### src/design/cl_ro_pkg.sv
package cl_ro_pkg;

  // ----------------------------------------
  // Bus widths
  // ----------------------------------------
  localparam int unsigned axi_addr_w = 32;
  localparam int unsigned axi_data_w = 32;
  localparam int unsigned axi_strb_w = 4;

  // Only response ever returned
  localparam logic [1:0] axi_resp_okay = 2'b00;

  // ----------------------------------------
  // Datapath widths
  // ----------------------------------------
  // Virtual LED and DIP buses
  localparam int unsigned vled_w = 16;
  // Event counter and its prescaler
  localparam int unsigned cnt_w  = 16;
  localparam int unsigned tick_w = 8;

  // ----------------------------------------
  // Register map
  // ----------------------------------------
  localparam logic [axi_addr_w-1:0] hello_world_addr   = 32'h0000_0500;
  localparam logic [axi_addr_w-1:0] vled_addr          = 32'h0000_0504;
  localparam logic [axi_addr_w-1:0] cnt_ctrl_addr      = 32'h0000_0508;
  // Load value and watermark live in bits 15:0
  localparam logic [axi_addr_w-1:0] cnt_load_addr      = 32'h0000_050C;
  localparam logic [axi_addr_w-1:0] cnt_watermark_addr = 32'h0000_0510;
  // Read only: {6'b0, ge_watermark, tick, prescaler, count}
  localparam logic [axi_addr_w-1:0] cnt_status_addr    = 32'h0000_0514;

  // Returned for any address not in the map
  localparam logic [axi_data_w-1:0] unmapped_read_value = 32'hDEAD_DEAD;

  // Counter control word, seen as a bus word or as fields
  typedef union packed {
    logic [axi_data_w-1:0] raw;
    struct packed {
      logic [15:0]       rsvd_hi;
      logic [tick_w-1:0] tick_value;
      logic [3:0]        rsvd_lo;
      logic              oneshot;
      // Self-clearing command bits
      logic              clear;
      logic              load;
      logic              enable;
    } fields;
  } cnt_ctrl_t;

endpackage

### src/design/ocl_slave.sv
module ocl_slave (
  input  logic                            clk_main_a0,
  input  logic                            rst_main_n_sync,
  // Write address channel
  input  logic                            awvalid,
  input  logic [cl_ro_pkg::axi_addr_w-1:0] awaddr,
  output logic                            awready,
  // Write data channel
  input  logic                            wvalid,
  input  logic [cl_ro_pkg::axi_data_w-1:0] wdata,
  input  logic [cl_ro_pkg::axi_strb_w-1:0] wstrb,
  output logic                            wready,
  // Write response channel
  output logic                            bvalid,
  output logic [1:0]                      bresp,
  input  logic                            bready,
  // Read address channel
  input  logic                            arvalid,
  input  logic [cl_ro_pkg::axi_addr_w-1:0] araddr,
  output logic                            arready,
  // Read data channel
  output logic                            rvalid,
  output logic [cl_ro_pkg::axi_data_w-1:0] rdata,
  output logic [1:0]                      rresp,
  input  logic                            rready,
  // Register file side
  output logic                            wr_en,
  output logic [cl_ro_pkg::axi_addr_w-1:0] wr_addr,
  output logic [cl_ro_pkg::axi_data_w-1:0] wr_data,
  output logic                            rd_en,
  output logic [cl_ro_pkg::axi_addr_w-1:0] rd_addr,
  input  logic [cl_ro_pkg::axi_data_w-1:0] rd_data
);
  import cl_ro_pkg::*;

  logic wr_active;
  logic aw_xfer;
  logic b_xfer;
  logic ar_xfer;
  logic r_xfer;

  // ----------------------------------------
  // Write path
  // ----------------------------------------
  // One write in flight, AW opens it and B closes it
  assign awready = !wr_active;
  assign aw_xfer = awvalid && awready;
  // W open only until the response is raised
  assign wready  = wr_active && !bvalid && wvalid;
  assign b_xfer  = bvalid && bready;

  always_ff @(posedge clk_main_a0) begin
    if (!rst_main_n_sync) begin
      wr_active <= 1'b0;
      bvalid    <= 1'b0;
    end else begin
      if (b_xfer) begin
        wr_active <= 1'b0;
      end else if (aw_xfer) begin
        wr_active <= 1'b1;
      end
      // Response on the cycle after the data beat
      if (b_xfer) begin
        bvalid <= 1'b0;
      end else if (wready) begin
        bvalid <= 1'b1;
      end
    end
  end

  // Address held for the whole write
  always_ff @(posedge clk_main_a0) begin
    if (aw_xfer) begin
      wr_addr <= awaddr;
    end
  end

  // Register write strobe on the W beat
  // Byte strobes not supported, full word always stored
  assign wr_en   = wready;
  assign wr_data = wdata;
  assign bresp   = axi_resp_okay;

  // ----------------------------------------
  // Read path
  // ----------------------------------------
  // rd_en doubles as read-pending
  assign arready = !rd_en && !rvalid;
  assign ar_xfer = arvalid && arready;
  assign r_xfer  = rvalid && rready;

  always_ff @(posedge clk_main_a0) begin
    if (!rst_main_n_sync) begin
      rd_en  <= 1'b0;
      rvalid <= 1'b0;
    end else begin
      rd_en <= ar_xfer;
      // Data lands in the register file on the same edge
      if (rd_en) begin
        rvalid <= 1'b1;
      end else if (r_xfer) begin
        rvalid <= 1'b0;
      end
    end
  end

  always_ff @(posedge clk_main_a0) begin
    if (ar_xfer) begin
      rd_addr <= araddr;
    end
  end

  // Read data is held by the register file until the next rd_en
  assign rdata = rd_data;
  assign rresp = axi_resp_okay;

endmodule

### src/design/ocl_regs.sv
module ocl_regs (
  input  logic                            clk_main_a0,
  input  logic                            rst_main_n_sync,
  // Write port, one cycle per beat
  input  logic                            wr_en,
  input  logic [cl_ro_pkg::axi_addr_w-1:0] wr_addr,
  input  logic [cl_ro_pkg::axi_data_w-1:0] wr_data,
  // Read port, data the cycle after rd_en
  input  logic                            rd_en,
  input  logic [cl_ro_pkg::axi_addr_w-1:0] rd_addr,
  output logic [cl_ro_pkg::axi_data_w-1:0] rd_data,
  // Status sources
  input  logic [cl_ro_pkg::vled_w-1:0]     vled,
  input  logic [cl_ro_pkg::axi_data_w-1:0] cnt_status,
  // Hello-world word to the LED block
  output logic [cl_ro_pkg::axi_data_w-1:0] hello_q,
  // Counter controls
  output logic                            cnt_enable,
  output logic                            cnt_oneshot,
  output logic                            cnt_load,
  output logic                            cnt_clear,
  output logic [cl_ro_pkg::tick_w-1:0]     tick_value,
  output logic [cl_ro_pkg::cnt_w-1:0]      load_value,
  output logic [cl_ro_pkg::cnt_w-1:0]      watermark
);
  import cl_ro_pkg::*;

  logic                  hello_we;
  logic                  ctrl_we;
  logic                  load_we;
  logic                  wm_we;
  cnt_ctrl_t             ctrl_wr;
  cnt_ctrl_t             ctrl_next;
  cnt_ctrl_t             ctrl_q;
  logic [axi_data_w-1:0] hello_swapped;

  // ----------------------------------------
  // Write decode
  // ----------------------------------------
  assign hello_we = wr_en && (wr_addr == hello_world_addr);
  assign ctrl_we  = wr_en && (wr_addr == cnt_ctrl_addr);
  assign load_we  = wr_en && (wr_addr == cnt_load_addr);
  assign wm_we    = wr_en && (wr_addr == cnt_watermark_addr);

  // Bus word in, fields out
  // Stored copy keeps only level bits, commands and reserved read 0
  always_comb begin
    ctrl_wr.raw                 = wr_data;
    ctrl_next.raw               = '0;
    ctrl_next.fields.enable     = ctrl_wr.fields.enable;
    ctrl_next.fields.oneshot    = ctrl_wr.fields.oneshot;
    ctrl_next.fields.tick_value = ctrl_wr.fields.tick_value;
  end

  always_ff @(posedge clk_main_a0) begin
    if (!rst_main_n_sync) begin
      hello_q    <= '0;
      ctrl_q.raw <= '0;
      load_value <= '0;
      watermark  <= '0;
      cnt_load   <= 1'b0;
      cnt_clear  <= 1'b0;
    end else begin
      if (hello_we) begin
        hello_q <= wr_data;
      end
      if (ctrl_we) begin
        ctrl_q <= ctrl_next;
      end
      if (load_we) begin
        load_value <= wr_data[cnt_w-1:0];
      end
      if (wm_we) begin
        watermark <= wr_data[cnt_w-1:0];
      end
      // One-cycle command pulses
      cnt_load  <= ctrl_we && ctrl_wr.fields.load;
      cnt_clear <= ctrl_we && ctrl_wr.fields.clear;
    end
  end

  assign cnt_enable  = ctrl_q.fields.enable;
  assign cnt_oneshot = ctrl_q.fields.oneshot;
  assign tick_value  = ctrl_q.fields.tick_value;

  // ----------------------------------------
  // Read mux
  // ----------------------------------------
  // Hello-world reads back byte-reversed
  assign hello_swapped = {hello_q[7:0], hello_q[15:8], hello_q[23:16], hello_q[31:24]};

  // Only updated on a read, so the word holds through a stalled R
  always_ff @(posedge clk_main_a0) begin
    if (rd_en) begin
      case (rd_addr)
        hello_world_addr:   rd_data <= hello_swapped;
        vled_addr:          rd_data <= {{(axi_data_w-vled_w){1'b0}}, vled};
        cnt_ctrl_addr:      rd_data <= ctrl_q.raw;
        cnt_load_addr:      rd_data <= {{(axi_data_w-cnt_w){1'b0}}, load_value};
        cnt_watermark_addr: rd_data <= {{(axi_data_w-cnt_w){1'b0}}, watermark};
        cnt_status_addr:    rd_data <= cnt_status;
        default:            rd_data <= unmapped_read_value;
      endcase
    end
  end

endmodule

### src/design/vled_status.sv
module vled_status (
  input  logic                        clk_main_a0,
  input  logic                        rst_main_n_sync,
  // Low half of hello-world
  input  logic [cl_ro_pkg::vled_w-1:0] hello_lo,
  // Asynchronous DIP switches from the shell
  input  logic [cl_ro_pkg::vled_w-1:0] vdip,
  // LED shadow for read-back
  output logic [cl_ro_pkg::vled_w-1:0] vled,
  // Masked LEDs to the shell
  output logic [cl_ro_pkg::vled_w-1:0] status_vled
);
  import cl_ro_pkg::*;

  logic [vled_w-1:0] vdip_q;
  logic [vled_w-1:0] vdip_q2;

  // ----------------------------------------
  // DIP sync and LED output
  // ----------------------------------------
  always_ff @(posedge clk_main_a0) begin
    if (!rst_main_n_sync) begin
      vdip_q      <= '0;
      vdip_q2     <= '0;
      vled        <= '0;
      status_vled <= '0;
    end else begin
      // Two flops before the DIP bits are used
      vdip_q  <= vdip;
      vdip_q2 <= vdip_q;
      // Shadow trails hello-world by one cycle
      vled <= hello_lo;
      // A lit LED needs its switch on
      status_vled <= vled & vdip_q2;
    end
  end

endmodule

### src/design/tick_counter.sv
module tick_counter (
  input  logic                            clk_main_a0,
  input  logic                            rst_main_n_sync,
  input  logic                            cnt_enable,
  input  logic                            cnt_oneshot,
  // Single-cycle commands, clear wins
  input  logic                            cnt_load,
  input  logic                            cnt_clear,
  input  logic [cl_ro_pkg::tick_w-1:0]     tick_value,
  input  logic [cl_ro_pkg::cnt_w-1:0]      load_value,
  input  logic [cl_ro_pkg::cnt_w-1:0]      watermark,
  output logic [cl_ro_pkg::axi_data_w-1:0] cnt_status
);
  import cl_ro_pkg::*;

  logic [tick_w-1:0] tick_cnt;
  logic [cnt_w-1:0]  cnt;
  logic              tick;
  logic              at_max;
  logic              ge_watermark;

  // Prescaler terminal, tick_value 0 ticks every cycle
  assign tick   = tick_cnt >= tick_value;
  assign at_max = cnt == {cnt_w{1'b1}};

  // ----------------------------------------
  // Prescaler and count
  // ----------------------------------------
  always_ff @(posedge clk_main_a0) begin
    if (!rst_main_n_sync) begin
      tick_cnt <= '0;
      cnt      <= '0;
    end else begin
      if (cnt_clear) begin
        tick_cnt <= '0;
      end else if (cnt_enable) begin
        tick_cnt <= tick ? '0 : tick_cnt + 1'b1;
      end
      // Clear, then load, then hold when disabled
      if (cnt_clear) begin
        cnt <= '0;
      end else if (cnt_load) begin
        cnt <= load_value;
      end else if (cnt_enable && tick) begin
        // One-shot parks at all ones, otherwise wrap
        if (!(cnt_oneshot && at_max)) begin
          cnt <= cnt + 1'b1;
        end
      end
    end
  end

  // Compare on the registered count so the status word agrees with itself
  assign ge_watermark = cnt >= watermark;

  assign cnt_status = {{(axi_data_w-cnt_w-tick_w-2){1'b0}}, ge_watermark, tick,
                       tick_cnt, cnt};

endmodule

### src/design/cl_ro_top.sv
module cl_ro_top (
  input  logic                            clk_main_a0,
  input  logic                            rst_main_n_sync,
  // AXI-Lite from the host
  input  logic                            sh_ocl_awvalid,
  input  logic [cl_ro_pkg::axi_addr_w-1:0] sh_ocl_awaddr,
  output logic                            ocl_sh_awready,
  input  logic                            sh_ocl_wvalid,
  input  logic [cl_ro_pkg::axi_data_w-1:0] sh_ocl_wdata,
  input  logic [cl_ro_pkg::axi_strb_w-1:0] sh_ocl_wstrb,
  output logic                            ocl_sh_wready,
  output logic                            ocl_sh_bvalid,
  output logic [1:0]                      ocl_sh_bresp,
  input  logic                            sh_ocl_bready,
  input  logic                            sh_ocl_arvalid,
  input  logic [cl_ro_pkg::axi_addr_w-1:0] sh_ocl_araddr,
  output logic                            ocl_sh_arready,
  output logic                            ocl_sh_rvalid,
  output logic [cl_ro_pkg::axi_data_w-1:0] ocl_sh_rdata,
  output logic [1:0]                      ocl_sh_rresp,
  input  logic                            sh_ocl_rready,
  // Virtual switches and LEDs
  input  logic [cl_ro_pkg::vled_w-1:0]     sh_cl_status_vdip,
  output logic [cl_ro_pkg::vled_w-1:0]     cl_sh_status_vled
);
  import cl_ro_pkg::*;

  // Slave to register file
  logic                  wr_en;
  logic [axi_addr_w-1:0] wr_addr;
  logic [axi_data_w-1:0] wr_data;
  logic                  rd_en;
  logic [axi_addr_w-1:0] rd_addr;
  logic [axi_data_w-1:0] rd_data;
  // Register file to LED block and counter
  logic [axi_data_w-1:0] hello_q;
  logic [vled_w-1:0]     vled;
  logic                  cnt_enable;
  logic                  cnt_oneshot;
  logic                  cnt_load;
  logic                  cnt_clear;
  logic [tick_w-1:0]     tick_value;
  logic [cnt_w-1:0]      load_value;
  logic [cnt_w-1:0]      watermark;
  logic [axi_data_w-1:0] cnt_status;

  // ----------------------------------------
  // Bus slave and registers
  // ----------------------------------------
  ocl_slave u_ocl_slave (
    .clk_main_a0, .rst_main_n_sync,
    .awvalid (sh_ocl_awvalid), .awaddr (sh_ocl_awaddr), .awready (ocl_sh_awready),
    .wvalid  (sh_ocl_wvalid),  .wdata  (sh_ocl_wdata),  .wstrb   (sh_ocl_wstrb),
    .wready  (ocl_sh_wready),
    .bvalid  (ocl_sh_bvalid),  .bresp  (ocl_sh_bresp),  .bready  (sh_ocl_bready),
    .arvalid (sh_ocl_arvalid), .araddr (sh_ocl_araddr), .arready (ocl_sh_arready),
    .rvalid  (ocl_sh_rvalid),  .rdata  (ocl_sh_rdata),  .rresp   (ocl_sh_rresp),
    .rready  (sh_ocl_rready),
    .wr_en, .wr_addr, .wr_data, .rd_en, .rd_addr, .rd_data
  );

  ocl_regs u_ocl_regs (
    .clk_main_a0, .rst_main_n_sync,
    .wr_en, .wr_addr, .wr_data, .rd_en, .rd_addr, .rd_data,
    .vled, .cnt_status, .hello_q,
    .cnt_enable, .cnt_oneshot, .cnt_load, .cnt_clear,
    .tick_value, .load_value, .watermark
  );

  // ----------------------------------------
  // LEDs and event counter
  // ----------------------------------------
  vled_status u_vled_status (
    .clk_main_a0, .rst_main_n_sync,
    .hello_lo    (hello_q[vled_w-1:0]),
    .vdip        (sh_cl_status_vdip),
    .vled,
    .status_vled (cl_sh_status_vled)
  );

  tick_counter u_tick_counter (
    .clk_main_a0, .rst_main_n_sync,
    .cnt_enable, .cnt_oneshot, .cnt_load, .cnt_clear,
    .tick_value, .load_value, .watermark, .cnt_status
  );

endmodule

### config.mk
export PLATFORM = sky130hd
export DESIGN_NAME = cl_ro_top
export DESIGN_NICKNAME = d
export VERILOG_FILES = /design/src/design/cl_ro_pkg.sv /design/src/design/ocl_slave.sv /design/src/design/ocl_regs.sv /design/src/design/vled_status.sv /design/src/design/tick_counter.sv /design/src/design/cl_ro_top.sv
export SDC_FILE = /design/constraint.sdc
export NUM_CORES = 1
export LEC_CHECK = 0
export ABC_AREA = 0
export BUFFER_PORTS_ARGS = -buffer_cell sky130_fd_sc_hd__buf_2
export CORE_MARGIN = 5
export CORE_UTILIZATION = 60
export DETAILED_ROUTE_END_ITERATION = 10
export PLACE_DENSITY_LB_ADDON = 0.12
export SLEW_MARGIN = 20
export SYNTH_ARGS = -nofsm -noshare
export SYNTH_HDL_FRONTEND = slang
export SYNTH_SLANG_ARGS = --single-unit
### constraint.sdc
create_clock -name clk_main_a0 -period 7 [get_ports clk_main_a0]
set_input_delay 1.4 -clock clk_main_a0 [delete_from_list [all_inputs] [get_ports clk_main_a0]]
set_output_delay 1.4 -clock clk_main_a0 [all_outputs]
set_load 0.05 [all_outputs]
Yosys cells after proc, flatten, opt, wreduce, memory -nomap -nowiden --
Cells that the tools add are included.
Word-level totals: register bits 264, bits of input ports 123, output and inout port bits 57, word-level logic and storage cells 68
Cells by class: add/subtract/negate cells 2, order comparisons 2, equality and inequality tests 12, multiplexer cells 7, bitwise logic cells 2, reduce and logical (&&, ||, !) cells 24
Operators with widths (count):
- $eq A32 B11 Y1 const B | 10
- $pmux W32 S6 | 1
- $mux W16 | 3
- $add A16 B1 Y16 const B | 1
- $and A16 B16 Y16 | 1
- $eq A16 B16 Y1 const B | 1
- $ge A16 B16 Y1 | 1
- $logic_and A1 B1 Y1 | 15
- $add A8 B1 Y8 const B | 1
- $ge A8 B8 Y1 | 1
- $mux W8 | 1
- $logic_not A1 Y1 | 4
- $reduce_bool A2 Y1 | 2
- $reduce_or A2 Y1 | 2
- $mux W1 | 2
- $ne A2 B2 Y1 const B | 1
- $reduce_and A2 Y1 | 1
- $not A1 Y1 | 1

Logic depth before layout (Yosys ltp) --
depth after elaboration 5, gate-level depth with buffers 9, mapped depth without buffers 7

Modules after synthesis --
From an unflattened synthesis, not the netlist that was laid out.
Second synthesis, totals: cells, all modules 1026, area, all modules 11344.6 um^2
Modules (own cells, without submodules):
- ocl_regs | times used 1, cells an instance 496, area each 5039.8 um^2, seq. area each 2482.4 um^2
- ocl_slave | times used 1, cells an instance 152, area each 2616.3 um^2, seq. area each 2001.9 um^2
- tick_counter | times used 1, cells an instance 244, area each 1959.4 um^2, seq. area each 480.5 um^2
- vled_status | times used 1, cells an instance 134, area each 1729.2 um^2, seq. area each 1281.2 um^2

Worst setup path after synthesis --
Ideal clock, no wire load.
kind input port to output port, start input sh_ocl_wvalid, end output ocl_sh_wready, arrival 1.913 ns, data required time 5.600 ns, setup slack 3.687 ns, stages on the path 1, path buffers 0, path through and3b_1
Between the ends: longest elaborated chain between the ends 1
RTL lines:
- from (decl) | line cl_ro_top.sv:8 | input logic sh_ocl_wvalid,
- $logic_and A1 B1 Y1 | line ocl_slave.sv:49 | assign wready = wr_active && !bvalid && wvalid;
- to (decl) | line cl_ro_top.sv:11 | output logic ocl_sh_wready,
No other way between the ends.

Worst setup path in the final report --
Ends and elaborated chain as after synthesis.

==> flow_summary.yaml <==
run_status:
  outcome: "finished, final reports clean"
clock_tree:
  clkTransAtPathRegs_ps: 60
  cts.sinks: 264
  cts_tree: "built"
  numCtsBuffers: 27
  cts-root-buf: "clkbuf_16"
  cts_setup_buffers: 0
  cts_buffer_depth: 3
  insertion_delay_ps: 530
  post_cts_resized: 0
  cts_hold_buf: 0
  htree_levels: 1
floorplan:
  top_level_ports: 180
  core_um2: 17800
  initial_utilization_pct: 60.6
  fp-row-count: 49
  die_w_um: 144
  die_area_um2: 20800
  die_y_um: 144
power_and_ir_drop:
  ir_worst_vdd_v: 0.000234
  power_leakage_nw: 4.74
  powerDensity_nw_per_um2: 255
  totalPowerFinal_w: 0.00326
worst_setup_path:
  worstSetupPathType: "primary input to output port"
  critical_path_buf_inv_count: 2
  crit_top_cell: "buf_2"
  worst_ep_required_time_ps: 5600
  crit_chain: "buf_2 -> and3b_1 -> buf_2"
  worstReg2RegStart: "u_tick_counter.tick_cnt[0]"
  cp-start-kind: "primary input"
  slowest_stage: "buf_2"
  worst_path_largest_cell_delay_ps: 290
  r2r-end: "u_tick_counter.cnt[3]"
  cp_top_family: "buffers and inverters"
  endpoint_kind: "output port"
  rrSetupSlack_ps: 4400
  cp_max_fo: 4
  crit_arrival_ps: 2010
  r2r_cells: 8
drt:
  routed_wl_um: 25200
  drc_errors: 0
  vias_per_cell: 5.68
  wl_met3_um: 1690
  wl_met2_um: 12600
  drt_first_pass_iters: 5
  routed.top_layer: "met5"
  wl_met1_um: 10100
  vias: 7890
  drt-initial-drc-count: 463
  ant_nets: 0
  wl_per_cell_um: 18.1
min_path:
  holdPathStages: 1
  hold_path.class: "flop to flop"
  holdPathEnd: "u_vled_status.vdip_q2[12]"
  holdCritStartpoint: "u_vled_status.vdip_q[12]"
timing:
  fin_hold_ws_ps: 429
  max_freq_ghz: 0.294
  tns_ps: 0
  setup_ws_ps: 3590
  drv_slew: 0
  rsz0062_at_grt: "false"
  hold_viol: 0
  period_minus_slack_ps: 3410
  setup_violations: 0
  layout_worst_path_cycle_share_pct: 48.7
  relSlewSlack_pct: 24.9
  fin_skew_ps: 12.1
  tightest_slew_ps: 1120
final_layout:
  diodes: 0
  drive_gt1_share_pct: 22.6
  ff_latch_area_um2: 6250
  multi_input_area_um2: 4210
  area.growth.synth_to_final_pct: 17.8
  nFillCells: 1327
  layoutNonFillerInstCount: 1389
  nets: 1288
synth:
  synth_compound_area_share_pct: 12.1
  synth_flop_cell: "dfxtp_1"
  synth_area_um2: 10800
  synth_adder_area_share_pct: 3.01
  synthCells: 982
  synth_xor_area_share_pct: 0.567
  yosys.area_share.simple_pct: 18.2
  avgSynthCellArea_um2: 11.0
  synthArstFlopShare_pct: 0
  yosys_register_bits: 264
  synth_edf_count: 96
  synth_top_family_by_area: "simple AND/OR/NAND/NOR gates"
  muxShareOfSynthArea_pct: 4.78
  ys_types: 69
  seq_area_frac_synth_pct: 57.8
  yosys_warnings: 0
job:
  drv_cap: 0
place:
  gp_congestion: 0.873
  post-place-ws_ps: 3590
  dp_hpwl_um: 17000
  port_buffers: 171
  dp_cells: 1338
global_route:
  grt_overflow: 0
  antenna_found_initial: 1
  grt_pass1_wl_um: 39200
  grt_pass1_vias: 7546
  grt_max_degree: 102
  grt.total_usage_pct: 24.0
per-layer routing:
layer | track usage, % | vias to the layer above
met1 | 30.5 | 3728
li1 | - | 3827
met5 | 0 | -
met2 | 41.2 | 280
met3 | 4.86 | 53
met4 | 7.90 | 2
placed cells by master, fill, tap and decap left out, drive strengths merged, types with 3 or more instances in the layout:
cell type / n
mux4: 4
ha: 26
xor2: 6
nand2: 133
a211o: 4
a211oi: 6
nor3b: 4
nor3: 13
nor4: 15
nor2: 23
a21o: 9
mux2i: 37
o21a: 3
dfxtp: 168
or4: 9
conb: 4
clkbuf: 39
mux2: 5
o21ai: 27
and3: 23
a21oi: 30
o211ai: 4
clkinv: 5
nor2b: 34
a221oi: 7
a31oi: 14
edfxtp: 96
nand2b: 7
nand3: 15
and4: 6
a21boi: 48
buf: 186
and2: 51
nand4: 11
o31ai: 9
a221o: 5
inv: 36
a22oi: 9
cell usage after synthesis, drive strengths merged, types with 2 or more instances:
cell type,count,area [um^2]
dfxtp,168,3360
nand2,133,502
edfxtp,96,2880
and2,51,319
a21boi,48,360
clkbuf,42,158
mux2i,37,370
nor2b,34,213
inv,32,120
a21oi,30,150
o21ai,27,135
ha,26,325
and3,23,144
nor2,23,86.3
buf,19,109
nand3,15,80.1
nor4,15,161
a31oi,14,87.6
nor3,13,70.1
nand4,11,75.1
a21o,9,67.6
a22oi,9,67.6
o31ai,9,67.6
or4,9,67.6
a221oi,7,61.3
nand2b,7,43.8
a211oi,6,45.0
and4,6,53.8
xor2,6,52.6
a221o,5,50.1
mux2,5,56.3
a211o,4,35.0
mux4,4,90.1
nor3b,4,30.0
o211ai,4,30.0
o21a,3,22.5
a311oi,2,17.5
a31o,2,17.5
and3b,2,17.5
nand3b,2,18.8
nor4b,2,32.5
o2111ai,2,17.5
o21bai,2,15.0
or2,2,12.5
logic make-up (layout without fill, tap and decap cells):
family	count (synthesis)	after routing
AO/OA/AOI/OAI	189	189
XOR/XNOR	7	7
adder cells (fa/ha/maj)	26	26
buffers and inverters	93	268
flip-flops	264	264
multiplexers	46	46
other	1	4
AND/OR/NAND/NOR	356	356
registers in the layout (all words and copies together) (netlist names):
name,count
u_ocl_regs.hello_q,32
u_ocl_regs.rd_data,32
u_ocl_slave.rd_addr,32
u_ocl_slave.wr_addr,32
u_ocl_regs.load_value,16
u_ocl_regs.watermark,16
u_tick_counter.cnt,16
u_vled_status.status_vled,16
u_vled_status.vdip_q2,16
u_vled_status.vdip_q,16
u_vled_status.vled,16
u_ocl_regs.ctrl_q,10
u_tick_counter.tick_cnt,8
u_ocl_regs.cnt_clear,1
u_ocl_regs.cnt_load,1
u_ocl_slave.bvalid,1
u_ocl_slave.rd_en,1
u_ocl_slave.rvalid,1
u_ocl_slave.wr_active,1
metrics by stage:
stage,utilization [%],instance area (um^2)
after global routing,71.4,12700
after detailed placement,66.3,11800
after CTS,71.4,12700
after global placement,66.3,11800
after floorplan,-,10800
final,71.4,12700
area by class of cell:
| class | count | share of cell area, % |
|---|---|---|
| Timing Repair Buffer | 186 | 7.65 |
| Sequential cell | 264 | 49.0 |
| Clock inverter | 11 | 0.913 |
| Tap cell | 229 | 2.25 |
| Inverter | 32 | 0.943 |
| Clock buffer | 39 | 6.22 |
| Multi-Input combinational cell | 628 | 33.0 |
power breakdown:
group / total [W] / leakage (nW) / internal (W) / switching, W
logic: 0.000167 / 2.06 / 0.0000561 / 0.000111
clock network: 0.00144 / 0.453 / 0.000865 / 0.000578
registers: 0.00165 / 2.23 / 0.00163 / 0.0000129
worst max-delay path by stage:
stage,to,cells after the start,startpoint
detailed placement,ocl_sh_wready,3,sh_ocl_wvalid
finish,ocl_sh_wready,3,sh_ocl_wvalid
CTS,ocl_sh_wready,3,sh_ocl_wvalid
floorplan,ocl_sh_wready,1,sh_ocl_wvalid
global placement,ocl_sh_wready,3,sh_ocl_wvalid
global route,ocl_sh_wready,3,sh_ocl_wvalid
Note: power is estimated with default switching activity, not from simulation.
